$ cat config.mk
export PLATFORM = sky130hd
export DESIGN_NAME = pdp8Shadow
export DESIGN_NICKNAME = d
export VERILOG_FILES = /design/src/verilog/pdpIsaPkg.sv /design/src/verilog/shadowPkg.sv /design/src/verilog/cycleTimer.sv /design/src/verilog/timeStateTracker.sv /design/src/verilog/majorStateUnit.sv /design/src/verilog/shadowRegisters.sv /design/src/verilog/pdp8Shadow.sv
export SDC_FILE = /design/constraint.sdc
export NUM_CORES = 1
export LEC_CHECK = 0
export BUFFER_PORTS_ARGS = -buffer_cell sky130_fd_sc_hd__clkbuf_2
export CELL_PAD_IN_SITES_DETAIL_PLACEMENT = 0
export CELL_PAD_IN_SITES_GLOBAL_PLACEMENT = 1
export CORE_ASPECT_RATIO = 1.5
export CORE_MARGIN = 5
export CORE_UTILIZATION = 50
export DETAILED_ROUTE_END_ITERATION = 8
export GPL_TIMING_DRIVEN = 0
export PLACE_DENSITY = 0.92
export SLEW_MARGIN = 5
export SYNTH_ARGS = -nofsm -noshare
export SYNTH_HDL_FRONTEND = slang
export SYNTH_SLANG_ARGS = --single-unit
$ cat constraint.sdc
create_clock -name CLOCK -period 8.55 [get_ports CLOCK]
set_input_delay 1.2825 -clock CLOCK [delete_from_list [all_inputs] [get_ports CLOCK]]
set_output_delay 1.2825 -clock CLOCK [all_outputs]
set_load 0.1 [all_outputs]
$ cat src/verilog/pdpIsaPkg.sv
package pdpIsaPkg;

    // one PDP-8 memory word
    typedef logic [11:0] wordT;

    // top three instruction bits
    typedef enum logic [2:0] {
        opAnd = 3'o0,
        opTad = 3'o1,
        opIsz = 3'o2,
        opDca = 3'o3,
        opJms = 3'o4,
        opJmp = 3'o5,
        opIot = 3'o6,
        opOpr = 3'o7
    } opcodeT;

    localparam wordT autoIndexBase = 12'o0010;  // 0010..0017 increment on indirect

    // memory reference instruction bits
    localparam int indirectBit    = 8;
    localparam int currentPageBit = 7;

    // operate instruction bits
    localparam int oprGroupBit = 8;   // set for group 2
    localparam int claBit      = 7;
    localparam int cllBit      = 6;
    localparam int cmaBit      = 5;
    localparam int cmlBit      = 4;
    localparam int rarBit      = 3;
    localparam int ralBit      = 2;
    localparam int twiceBit    = 1;   // rotate by two
    localparam int iacBit      = 0;

endpackage

$ cat src/verilog/shadowPkg.sv
package shadowPkg;

    // where we are inside one memory cycle
    typedef enum logic [2:0] {
        tsUnknown,
        ts1,        // memory read
        ts2,        // writeback computed
        ts3,        // memory write, registers updated
        ts4         // next major state chosen
    } timeStateT;

    typedef enum logic [2:0] {
        msUnknown,
        msFetch,
        msDefer,
        msExec,
        msStart     // cycle right after a bus init
    } majorStateT;

    // cpu outputs as the checker sees them
    typedef struct packed {
        logic              ts1;
        logic              ts3;
        logic              busInit;
        logic              run;
        logic              deferN;
        pdpIsaPkg::wordT   ma;
        pdpIsaPkg::wordT   memN;    // read data, active low
        pdpIsaPkg::wordT   mb;
        pdpIsaPkg::wordT   ac;
    } pdpBusT;

    // one-step strobes from the time state tracker
    typedef struct packed {
        logic decide;
        logic verify;
        logic predict;
        logic compare;
        logic endTs3;
        logic acCapture;
        logic endTs4;
    } phaseT;

    typedef struct packed {
        logic tsOverlap;
        logic maMismatch;
        logic ts1InTs2;
        logic lostState;
        logic stateMismatch;
        logic badExec;
        logic mbMismatch;
        logic ts3InTs4;
        logic acMismatch;
    } errorBitsT;

endpackage

$ cat src/verilog/cycleTimer.sv
`timescale 1ns/1ps

module cycleTimer #(
    parameter int COUNT_WIDTH = 4
) (
    input  logic                   i_CLOCK,
    input  logic                   i_RESET,
    input  logic                   i_step,
    input  logic                   i_clear,   // new time state starts
    output logic [COUNT_WIDTH-1:0] o_count
);

    // steps spent in the current time state, stands in for the ns delay
    always_ff @(posedge i_CLOCK) begin
        if (i_RESET) begin
            o_count <= '0;
        end else if (i_step) begin
            if (i_clear) begin
                o_count <= '0;
            end else if (o_count != '1) begin
                o_count <= o_count + 1'b1;    // saturate at top
            end
        end
    end

endmodule

$ cat src/verilog/timeStateTracker.sv
`timescale 1ns/1ps

module timeStateTracker import shadowPkg::*; #(
    parameter int DECIDE_STEP = 8,
    parameter int COUNT_WIDTH = 4
) (
    input  logic                   i_CLOCK,
    input  logic                   i_RESET,
    input  logic                   i_step,
    input  pdpBusT                 i_bus,
    input  logic [COUNT_WIDTH-1:0] i_count,
    input  errorBitsT              i_raise,     // flags from the other units
    output logic                   o_clear,
    output timeStateT              o_timeState,
    output phaseT                  o_phase,
    output errorBitsT              o_errorBits,
    output logic                   o_error
);

    localparam int CAPTURE_STEP = 8;    // ac settled this far into TS4

    logic      lastTs1, lastTs3;
    logic      active, overlap, countFull;
    timeStateT nextState;
    errorBitsT busRaise;

    assign o_error   = |o_errorBits;
    assign active    = i_step & ~i_bus.busInit & ~o_error;    // frozen once any flag is up
    assign overlap   = (i_bus.ts1 | lastTs1) & (i_bus.ts3 | lastTs3);
    assign countFull = &i_count;
    assign o_clear   = active & ((nextState != o_timeState) | (o_timeState == tsUnknown));

    always_comb begin
        nextState = o_timeState;
        if (!overlap) begin
            case (o_timeState)
                tsUnknown: begin
                    // sync on whichever strobe edge shows up first
                    if (~lastTs1 & i_bus.ts1) nextState = ts1;
                    else if (lastTs1 & ~i_bus.ts1) nextState = ts2;
                    else if (~lastTs3 & i_bus.ts3) nextState = ts3;
                    else if (lastTs3 & ~i_bus.ts3) nextState = ts4;
                end
                ts1: if (!i_bus.ts1) nextState = ts2;
                ts2: if (i_bus.ts3) nextState = ts3;
                ts3: if (!i_bus.ts3) nextState = ts4;
                ts4: begin
                    if (i_bus.ts1) nextState = ts1;
                    else if (countFull & ~i_bus.run) nextState = tsUnknown;   // halted
                end
                default: nextState = tsUnknown;
            endcase
        end
    end

    // bus faults seen here directly
    always_comb begin
        busRaise           = '0;
        busRaise.tsOverlap = overlap;
        busRaise.ts1InTs2  = (o_timeState == ts2) & i_bus.ts1;
        busRaise.ts3InTs4  = (o_timeState == ts4) & i_bus.ts3;
    end

    always_comb begin
        o_phase = '0;
        if (active & ~overlap) begin
            if ((o_timeState == ts3) & i_bus.ts3) begin
                o_phase.decide  = int'(i_count) == DECIDE_STEP;
                o_phase.verify  = int'(i_count) == DECIDE_STEP + 1;
                o_phase.predict = int'(i_count) == DECIDE_STEP + 2;
                o_phase.compare = int'(i_count) == DECIDE_STEP + 3;
            end
            o_phase.endTs3    = (o_timeState == ts3) & ~i_bus.ts3;
            o_phase.acCapture = (o_timeState == ts4) & ~i_bus.ts1
                                & (int'(i_count) == CAPTURE_STEP);
            o_phase.endTs4    = (o_timeState == ts4) & i_bus.ts1;
        end
    end

    always_ff @(posedge i_CLOCK) begin
        if (i_RESET) begin
            o_timeState <= tsUnknown;
            o_errorBits <= '0;
            lastTs1     <= 1'b0;
            lastTs3     <= 1'b0;
        end else if (i_step) begin
            lastTs1 <= i_bus.ts1;
            lastTs3 <= i_bus.ts3;
            if (i_bus.busInit) begin
                o_timeState <= tsUnknown;
                o_errorBits <= '0;      // only a bus init clears the flags
            end else if (!o_error) begin
                o_timeState <= nextState;
                o_errorBits <= o_errorBits | busRaise | i_raise;
            end
        end
    end

endmodule

$ cat src/verilog/majorStateUnit.sv
`timescale 1ns/1ps

module majorStateUnit import pdpIsaPkg::*, shadowPkg::*; (
    input  logic       i_CLOCK,
    input  logic       i_RESET,
    input  pdpBusT     i_bus,
    input  phaseT      i_phase,
    input  logic       i_irKnown,
    input  wordT       i_ir,
    output majorStateT o_majorState,
    output errorBitsT  o_raise
);

    majorStateT predicted;   // guess for the next cycle, made at end of TS4
    majorStateT followed;    // what the previous state and ir lead to
    majorStateT decided;

    function automatic majorStateT follow(majorStateT prev, logic irKnown, wordT ir);
        opcodeT op;
        op     = opcodeT'(ir[11:9]);
        follow = msUnknown;
        case (prev)
            msFetch: begin
                if (irKnown) begin
                    if (op <= opJms) follow = ir[indirectBit] ? msDefer : msExec;
                    else if ((op == opJmp) && ir[indirectBit]) follow = msDefer;
                    else follow = msFetch;     // direct jmp, iot, opr
                end
            end
            msDefer: if (irKnown) follow = (op == opJmp) ? msFetch : msExec;
            msExec, msStart: follow = msFetch;
            default: follow = msUnknown;
        endcase
    endfunction

    assign followed = follow(o_majorState, i_irKnown, i_ir);

    always_comb begin
        if (!i_bus.deferN) decided = msDefer;           // cpu says so directly
        else if (followed != msUnknown) decided = followed;
        else decided = predicted;                       // fall back on the guess
    end

    always_comb begin
        o_raise               = '0;
        o_raise.lostState     = i_phase.decide & (decided == msUnknown)
                                & (o_majorState != msUnknown);
        // decided state must agree with the guess when both are known
        o_raise.stateMismatch = i_phase.verify & (o_majorState != msUnknown)
                                & (predicted != msUnknown) & (o_majorState != predicted);
    end

    always_ff @(posedge i_CLOCK) begin
        if (i_RESET) begin
            o_majorState <= msUnknown;
            predicted    <= msUnknown;
        end else if (i_bus.busInit) begin
            o_majorState <= msStart;
            predicted    <= msFetch;
        end else begin
            if (i_phase.decide) o_majorState <= decided;
            if (i_phase.endTs4) predicted <= followed;
        end
    end

endmodule

$ cat src/verilog/shadowRegisters.sv
`timescale 1ns/1ps

module shadowRegisters import pdpIsaPkg::*, shadowPkg::*; (
    input  logic       i_CLOCK,
    input  logic       i_RESET,
    input  pdpBusT     i_bus,
    input  phaseT      i_phase,
    input  majorStateT i_majorState,
    output logic       o_irKnown,
    output wordT       o_ir,
    output errorBitsT  o_raise
);

    wordT        ac, pc, ea;
    logic        link;
    logic        acKnown, pcKnown, eaKnown;
    wordT        expMa, expMb;       // expected address and writeback
    logic        maKnown, mbKnown;
    wordT        word;               // memory data as read
    wordT        autoInc;
    opcodeT      op;
    logic [12:0] g1Raw, g1Out;       // link and ac for a group 1 opr

    assign word    = ~i_bus.memN;
    assign op      = opcodeT'(o_ir[11:9]);
    assign autoInc = word + ((i_bus.ma[11:3] == autoIndexBase[11:3]) ? 12'd1 : 12'd0);

    // group 1 order is clears, complements, iac, then rotate
    always_comb begin
        g1Raw = {o_ir[cllBit] ? 1'b0 : link, o_ir[claBit] ? 12'o0000 : ac};
        g1Raw = g1Raw ^ {o_ir[cmlBit], {12{o_ir[cmaBit]}}};
        g1Raw = g1Raw + 13'(o_ir[iacBit]);          // carry goes into link
        case ({o_ir[rarBit], o_ir[ralBit], o_ir[twiceBit]})
            3'b100:  g1Out = {g1Raw[0], g1Raw[12:1]};        // rar
            3'b101:  g1Out = {g1Raw[1:0], g1Raw[12:2]};      // rtr
            3'b010:  g1Out = {g1Raw[11:0], g1Raw[12]};       // ral
            3'b011:  g1Out = {g1Raw[10:0], g1Raw[12:11]};    // rtl
            default: g1Out = g1Raw;
        endcase
    end

    always_comb begin
        o_raise            = '0;
        o_raise.maMismatch = i_phase.compare & maKnown & (expMa != i_bus.ma);
        o_raise.mbMismatch = i_phase.compare & mbKnown & (expMb != i_bus.mb);
        o_raise.badExec    = i_phase.predict & (i_majorState == msExec) & o_irKnown
                             & (op > opJms);
        // skips are not followed
        o_raise.lostState  = i_phase.endTs3 & (i_majorState == msFetch) & o_irKnown
                             & (op == opOpr) & o_ir[oprGroupBit];
        o_raise.acMismatch = i_phase.endTs4 & acKnown & (i_bus.ac != ac);
    end

    always_ff @(posedge i_CLOCK) begin
        if (i_RESET) begin
            acKnown   <= 1'b0;
            pcKnown   <= 1'b0;
            eaKnown   <= 1'b0;
            o_irKnown <= 1'b0;
            maKnown   <= 1'b0;
            mbKnown   <= 1'b0;
        end else if (i_bus.busInit) begin
            ac        <= '0;      // start clears ac and link
            link      <= 1'b0;
            acKnown   <= 1'b1;
            pcKnown   <= 1'b0;
            eaKnown   <= 1'b0;
            o_irKnown <= 1'b0;
            maKnown   <= 1'b0;
            mbKnown   <= 1'b0;
        end else if (i_phase.verify) begin
            if (i_majorState == msFetch) begin
                o_ir      <= word;
                o_irKnown <= 1'b1;
                ea[11:7]  <= word[currentPageBit] ? i_bus.ma[11:7] : 5'b0;
                ea[6:0]   <= word[6:0];
                eaKnown   <= 1'b1;
                if (!pcKnown) begin
                    pc      <= i_bus.ma;       // first fetch teaches us the pc
                    pcKnown <= 1'b1;
                end
            end
        end else if (i_phase.predict) begin
            maKnown <= 1'b0;
            mbKnown <= 1'b0;
            case (i_majorState)
                msFetch: begin
                    expMa   <= pc;
                    maKnown <= pcKnown;
                    expMb   <= word;                  // fetch writes back unchanged
                    mbKnown <= 1'b1;
                end
                msDefer: begin
                    expMa   <= ea;
                    maKnown <= eaKnown;
                    expMb   <= autoInc;
                    mbKnown <= 1'b1;
                    ea      <= autoInc;               // pointer becomes operand address
                    eaKnown <= 1'b1;
                end
                msExec: begin
                    expMa   <= ea;
                    maKnown <= eaKnown;
                    if (o_irKnown) begin
                        case (op)
                            opAnd, opTad: begin
                                expMb   <= word;
                                mbKnown <= 1'b1;
                            end
                            opIsz: begin
                                expMb   <= word + 12'd1;
                                mbKnown <= 1'b1;
                            end
                            opDca: begin
                                expMb   <= ac;
                                mbKnown <= acKnown;
                            end
                            opJms: begin
                                expMb   <= pc;        // return address
                                mbKnown <= pcKnown;
                            end
                            default: mbKnown <= 1'b0;
                        endcase
                    end
                end
                default: ;
            endcase
        end else if (i_phase.endTs3) begin
            case (i_majorState)
                msFetch: begin
                    if (o_irKnown && (op == opJmp)) begin
                        if (!o_ir[indirectBit]) begin
                            pc      <= ea;
                            pcKnown <= eaKnown;
                        end
                    end else if (o_irKnown && (op == opOpr) && !o_ir[oprGroupBit]) begin
                        {link, ac} <= g1Out;
                        acKnown    <= acKnown | o_ir[claBit];
                        pc         <= pc + 12'd1;
                    end else begin
                        if (o_irKnown && (op == opOpr)) acKnown <= 1'b0;
                        pc <= pc + 12'd1;
                    end
                end
                msDefer: begin
                    if (o_irKnown && (op == opJmp)) begin
                        pc      <= ea;            // indirect jmp target
                        pcKnown <= 1'b1;
                    end
                end
                msExec: begin
                    if (o_irKnown) begin
                        case (op)
                            opAnd: ac <= ac & word;
                            opTad: {link, ac} <= {link, ac} + {1'b0, word};
                            opIsz: if (expMb == '0) pc <= pc + 12'd1;
                            opDca: begin
                                ac      <= '0;
                                acKnown <= 1'b1;
                            end
                            opJms: begin
                                pc      <= ea + 12'd1;
                                pcKnown <= eaKnown;
                            end
                            default: ;
                        endcase
                    end
                end
                default: ;
            endcase
        end else if (i_phase.acCapture) begin
            if (!acKnown) begin
                ac      <= i_bus.ac;
                acKnown <= 1'b1;
            end
        end
    end

endmodule

$ cat src/verilog/pdp8Shadow.sv
`timescale 1ns/1ps

module pdp8Shadow import pdpIsaPkg::*, shadowPkg::*; #(
    parameter int DECIDE_STEP = 8,
    parameter int COUNT_WIDTH = 4
) (
    input  logic      CLOCK,
    input  logic      RESET,
    input  logic      i_step,
    input  pdpBusT    i_bus,
    output errorBitsT o_errorBits,
    output logic      o_error
);

    logic [COUNT_WIDTH-1:0] count;
    logic                   clear;
    phaseT                  phase;
    majorStateT             majorState;
    logic                   irKnown;
    wordT                   ir;
    errorBitsT              stateRaise, shadowRaise;
    errorBitsT              raise;

    assign raise = stateRaise | shadowRaise;

    cycleTimer #(.COUNT_WIDTH(COUNT_WIDTH)) u_timer (
        .i_CLOCK(CLOCK), .i_RESET(RESET), .i_step(i_step), .i_clear(clear), .o_count(count)
    );

    timeStateTracker #(.DECIDE_STEP(DECIDE_STEP), .COUNT_WIDTH(COUNT_WIDTH)) u_tracker (
        .i_CLOCK(CLOCK), .i_RESET(RESET), .i_step(i_step), .i_bus(i_bus),
        .i_count(count), .i_raise(raise), .o_clear(clear), .o_timeState(),
        .o_phase(phase), .o_errorBits(o_errorBits), .o_error(o_error)
    );

    majorStateUnit u_major (
        .i_CLOCK(CLOCK), .i_RESET(RESET), .i_bus(i_bus), .i_phase(phase),
        .i_irKnown(irKnown), .i_ir(ir), .o_majorState(majorState), .o_raise(stateRaise)
    );

    shadowRegisters u_shadow (
        .i_CLOCK(CLOCK), .i_RESET(RESET), .i_bus(i_bus), .i_phase(phase),
        .i_majorState(majorState), .o_irKnown(irKnown), .o_ir(ir), .o_raise(shadowRaise)
    );

endmodule

==> flow_summary.ini <==
[synthesis]
synth_warnings = 0
synth.yosys.seq_area_share_pct = 30.9
yosysTopAreaCell = edfxtp_1
syn_inst = 1121
syn_nets = 1201
syn_area_per_cell_um2 = 8.00
synth_cell_types = 96
synth_area_um2 = 8960
synth_flop_cell = edfxtp_1
synth_most_common_cell = nand2_1
synth_edf_count = 73
synth_top_area_share_pct = 24.5
synthTopCellsByArea = edfxtp_1 24%, dfxtp_1 6.5%, nand2_1 5.2%, o21ai_0 5.0%, nor2_1 4.4%
synth_commonest_cells = 123 x nand2_1, 105 x nor2_1, 90 x o21ai_0, 75 x a21oi_1, 73 x edfxtp_1
synth-async-reset-ratio_pct = 0
synth_seq_cells = 102

[global_routing]
grt_pass1_wl_mm = 51.2
grt_max_degree = 19
gr-usage-all-layers_pct = 31.5
antenna_found_initial = 0
grt-ovfl-total = 0
grt_pass1_vias = 9091

[run]
drv_cap = 0

[clocking]
cts_resized = 0
cts_tree = done
htree_levels = 3
cts_buffers = 9
clkLatencyLatePin_ps = 360
path_clk_slew_ps = 70
cts_sinks = 102
cts_root_buffer = clkbuf_16
cts_buffer_depth = 2
post_cts_buffers = 0
cts_hold_buf = 0

[critical_path]
end_kind = flip-flop
cp.arrival_ps = 4510
worstSetupStartpoint = i_bus[31]
worstPathRequired_ps = 8630
reg2reg_from = u_shadow.o_ir[7]
path_class = in2reg
crit_fanout = 9
r2r-end = u_shadow.ac[9]
reg2reg_depth = 13
startpoint_type = primary input
rrSetupSlack_ps = 4490

[finish]
antenna_cells = 0
final_cell_area_um2 = 9860
drive_gt1_share_pct = 11.0
final_util_pct = 55.4
fin_nets = 1275
synthToLayoutAreaGrowth_pct = 9.97

[timing]
rsz0062_at_grt = false
worst_pin_slew_ps = 1210
relSlewSlack_pct = 18.9
drv_slew = 0
min_period_ps = 4440
final_hold_viol_count = 0
max_freq_mhz = 225
tns_ps = 0
fin_crit_sh_pct = 51.9
setup_viol = 0
fin_skew_ps = 11.9

[drt]
drtPass1Iterations = 6
drcViolationCount = 0
via_per_inst = 6.57
ant_nets = 0
wl_per_cell_um = 23.5
drt_iter0_markers = 1042
vias = 9307
wl_mm = 33.3

[floorplan]
dieArea_um2 = 20800
std_cell_rows = 60
start_util_pct = 50.4
pin_count = 66
die_x_um = 119
fp.dieH_um = 174
core_area_um2 = 17800

[pwr]
pwr-share-comb_pct = 14.5
pwr-share-seq_pct = 48.8
swShare_pct = 28.4
p_int_mw = 0.793
leakage_nw = 3.54
clkPwrFrac_pct = 36.6
p_sw_mw = 0.314
ir_drop_mv = 0.0856
power.density_nw_per_um2 = 112

[worst_hold_path]
min_to = u_shadow.eaKnown
hold_depth = 1
hp-class = reg2reg
worstHoldStart = u_shadow.eaKnown

[place]
portBuffers = 60
gp_congestion = 1.03
dpl_cell_area_um2 = 9580
dp_hpwl_mm = 26.4

[run_status]
status = complete, no violations
[registers in the layout (all words and copies together), names as in the netlist]
| register | count |
|---|---|
| u_shadow.acKnown | 1 |
| u_shadow.expMb | 12 |
| u_tracker.lastTs3 | 1 |
| u_shadow.ea | 12 |
| u_shadow.maKnown | 1 |
| u_tracker.o_errorBits | 9 |
| u_shadow.mbKnown | 1 |
| u_shadow.o_ir | 12 |
| u_shadow.eaKnown | 1 |
| u_shadow.o_irKnown | 1 |
| u_shadow.link | 1 |
| u_major.o_majorState | 3 |
| u_shadow.pc | 12 |
| u_shadow.pcKnown | 1 |
| u_timer.o_count | 4 |
| u_shadow.ac | 12 |
| u_major.predicted | 2 |
| u_shadow.expMa | 12 |
| u_tracker.lastTs1 | 1 |
| u_tracker.o_timeState | 3 |
[per-stage QoR]
step | power (mW) | cells | setup WS (ps) | hold slack (ps)
5_1_grt | 1.14 | 1417 | 3960 | 511
3_5_place_dp | 0.709 | 1401 | 3860 | 474
2_1_floorplan | 0.650 | 1121 | 3690 | 449
3_3_place_gp | 0.707 | 1398 | 2230 | 473
6_report | 1.11 | 1417 | 4110 | 490
4_1_cts | 1.10 | 1417 | 4210 | 491
[cell usage in the layout, fill, tap and decap left out, drive strengths merged, types with 7 or more instances in the layout]
cell / count
a221oi: 13
ha: 23
nor4: 23
a21o: 8
nor2b: 15
nor3: 28
and3: 8
dfxtp: 29
o221ai: 10
and2: 14
o22ai: 12
o211ai: 15
or3: 7
a31oi: 12
nand4: 13
o21a: 9
a211oi: 25
nand3: 42
clkbuf: 113
nor3b: 7
inv: 40
nand2b: 12
mux2i: 9
o21ai: 96
nand2: 124
nor2: 106
a22oi: 7
xnor2: 41
xor2: 43
edfxtp: 73
buf: 31
a21oi: 75
[kinds of logic after synthesis]
family	after synthesis	synth area share, %
simple gates	428	23.8
compound gates	361	27.1
buf+inv	111	5.33
flops	102	30.9
xor+xnor	84	8.21
fa+ha+maj	24	3.43
mux	11	1.26
[area by class of cell]
cell class | instances | area, um2
repair buffers | 63 | 324
clock inverters | 7 | 56.3
well taps | 217 | 272
multi-input cells | 908 | 5730
flip-flops and latches | 102 | 2770
plain buffers | 72 | 332
clock buffers | 9 | 225
inverters | 39 | 146
fillers | 1778 | 7930
[worst max-delay path, cell delays in order]
cell and delay [ps]:
clkbuf_1 290, clkinv_1 510, ha_1 470, or3_1 380, o21bai_1 200, a2111oi_0 670
nor4b_1 130, o31ai_1 510, a31oi_1 70
[metal layers]
metal	GRT usage [%]	wire length [um]	vias up
li1	-	-	4337
met1	33.4	11600	4384
met2	56.9	17100	443
met3	4.00	1930	143
met4	22.6	2620	0
met5	0	0	-
[power by group through the flow]
stage / registers (mW) / logic [mW] / clock network, mW
after floorplan: 0.550 / 0.100 / 0
after global placement: 0.551 / 0.155 / 0
after detailed placement: 0.551 / 0.157 / 0
after CTS: 0.540 / 0.158 / 0.405
after global routing: 0.541 / 0.175 / 0.427
final: 0.540 / 0.161 / 0.405
[worst max path at each step]
stage,end,cells after the start
6_report,u_shadow.ac[11],9
5_1_grt,u_shadow.ac[11],9
4_1_cts,u_shadow.ac[11],9
3_5_place_dp,u_shadow.ac[11],9
3_3_place_gp,u_shadow.ac[3],7
2_1_floorplan,u_shadow.ac[0],7
Power figures use the tool's default switching activity.
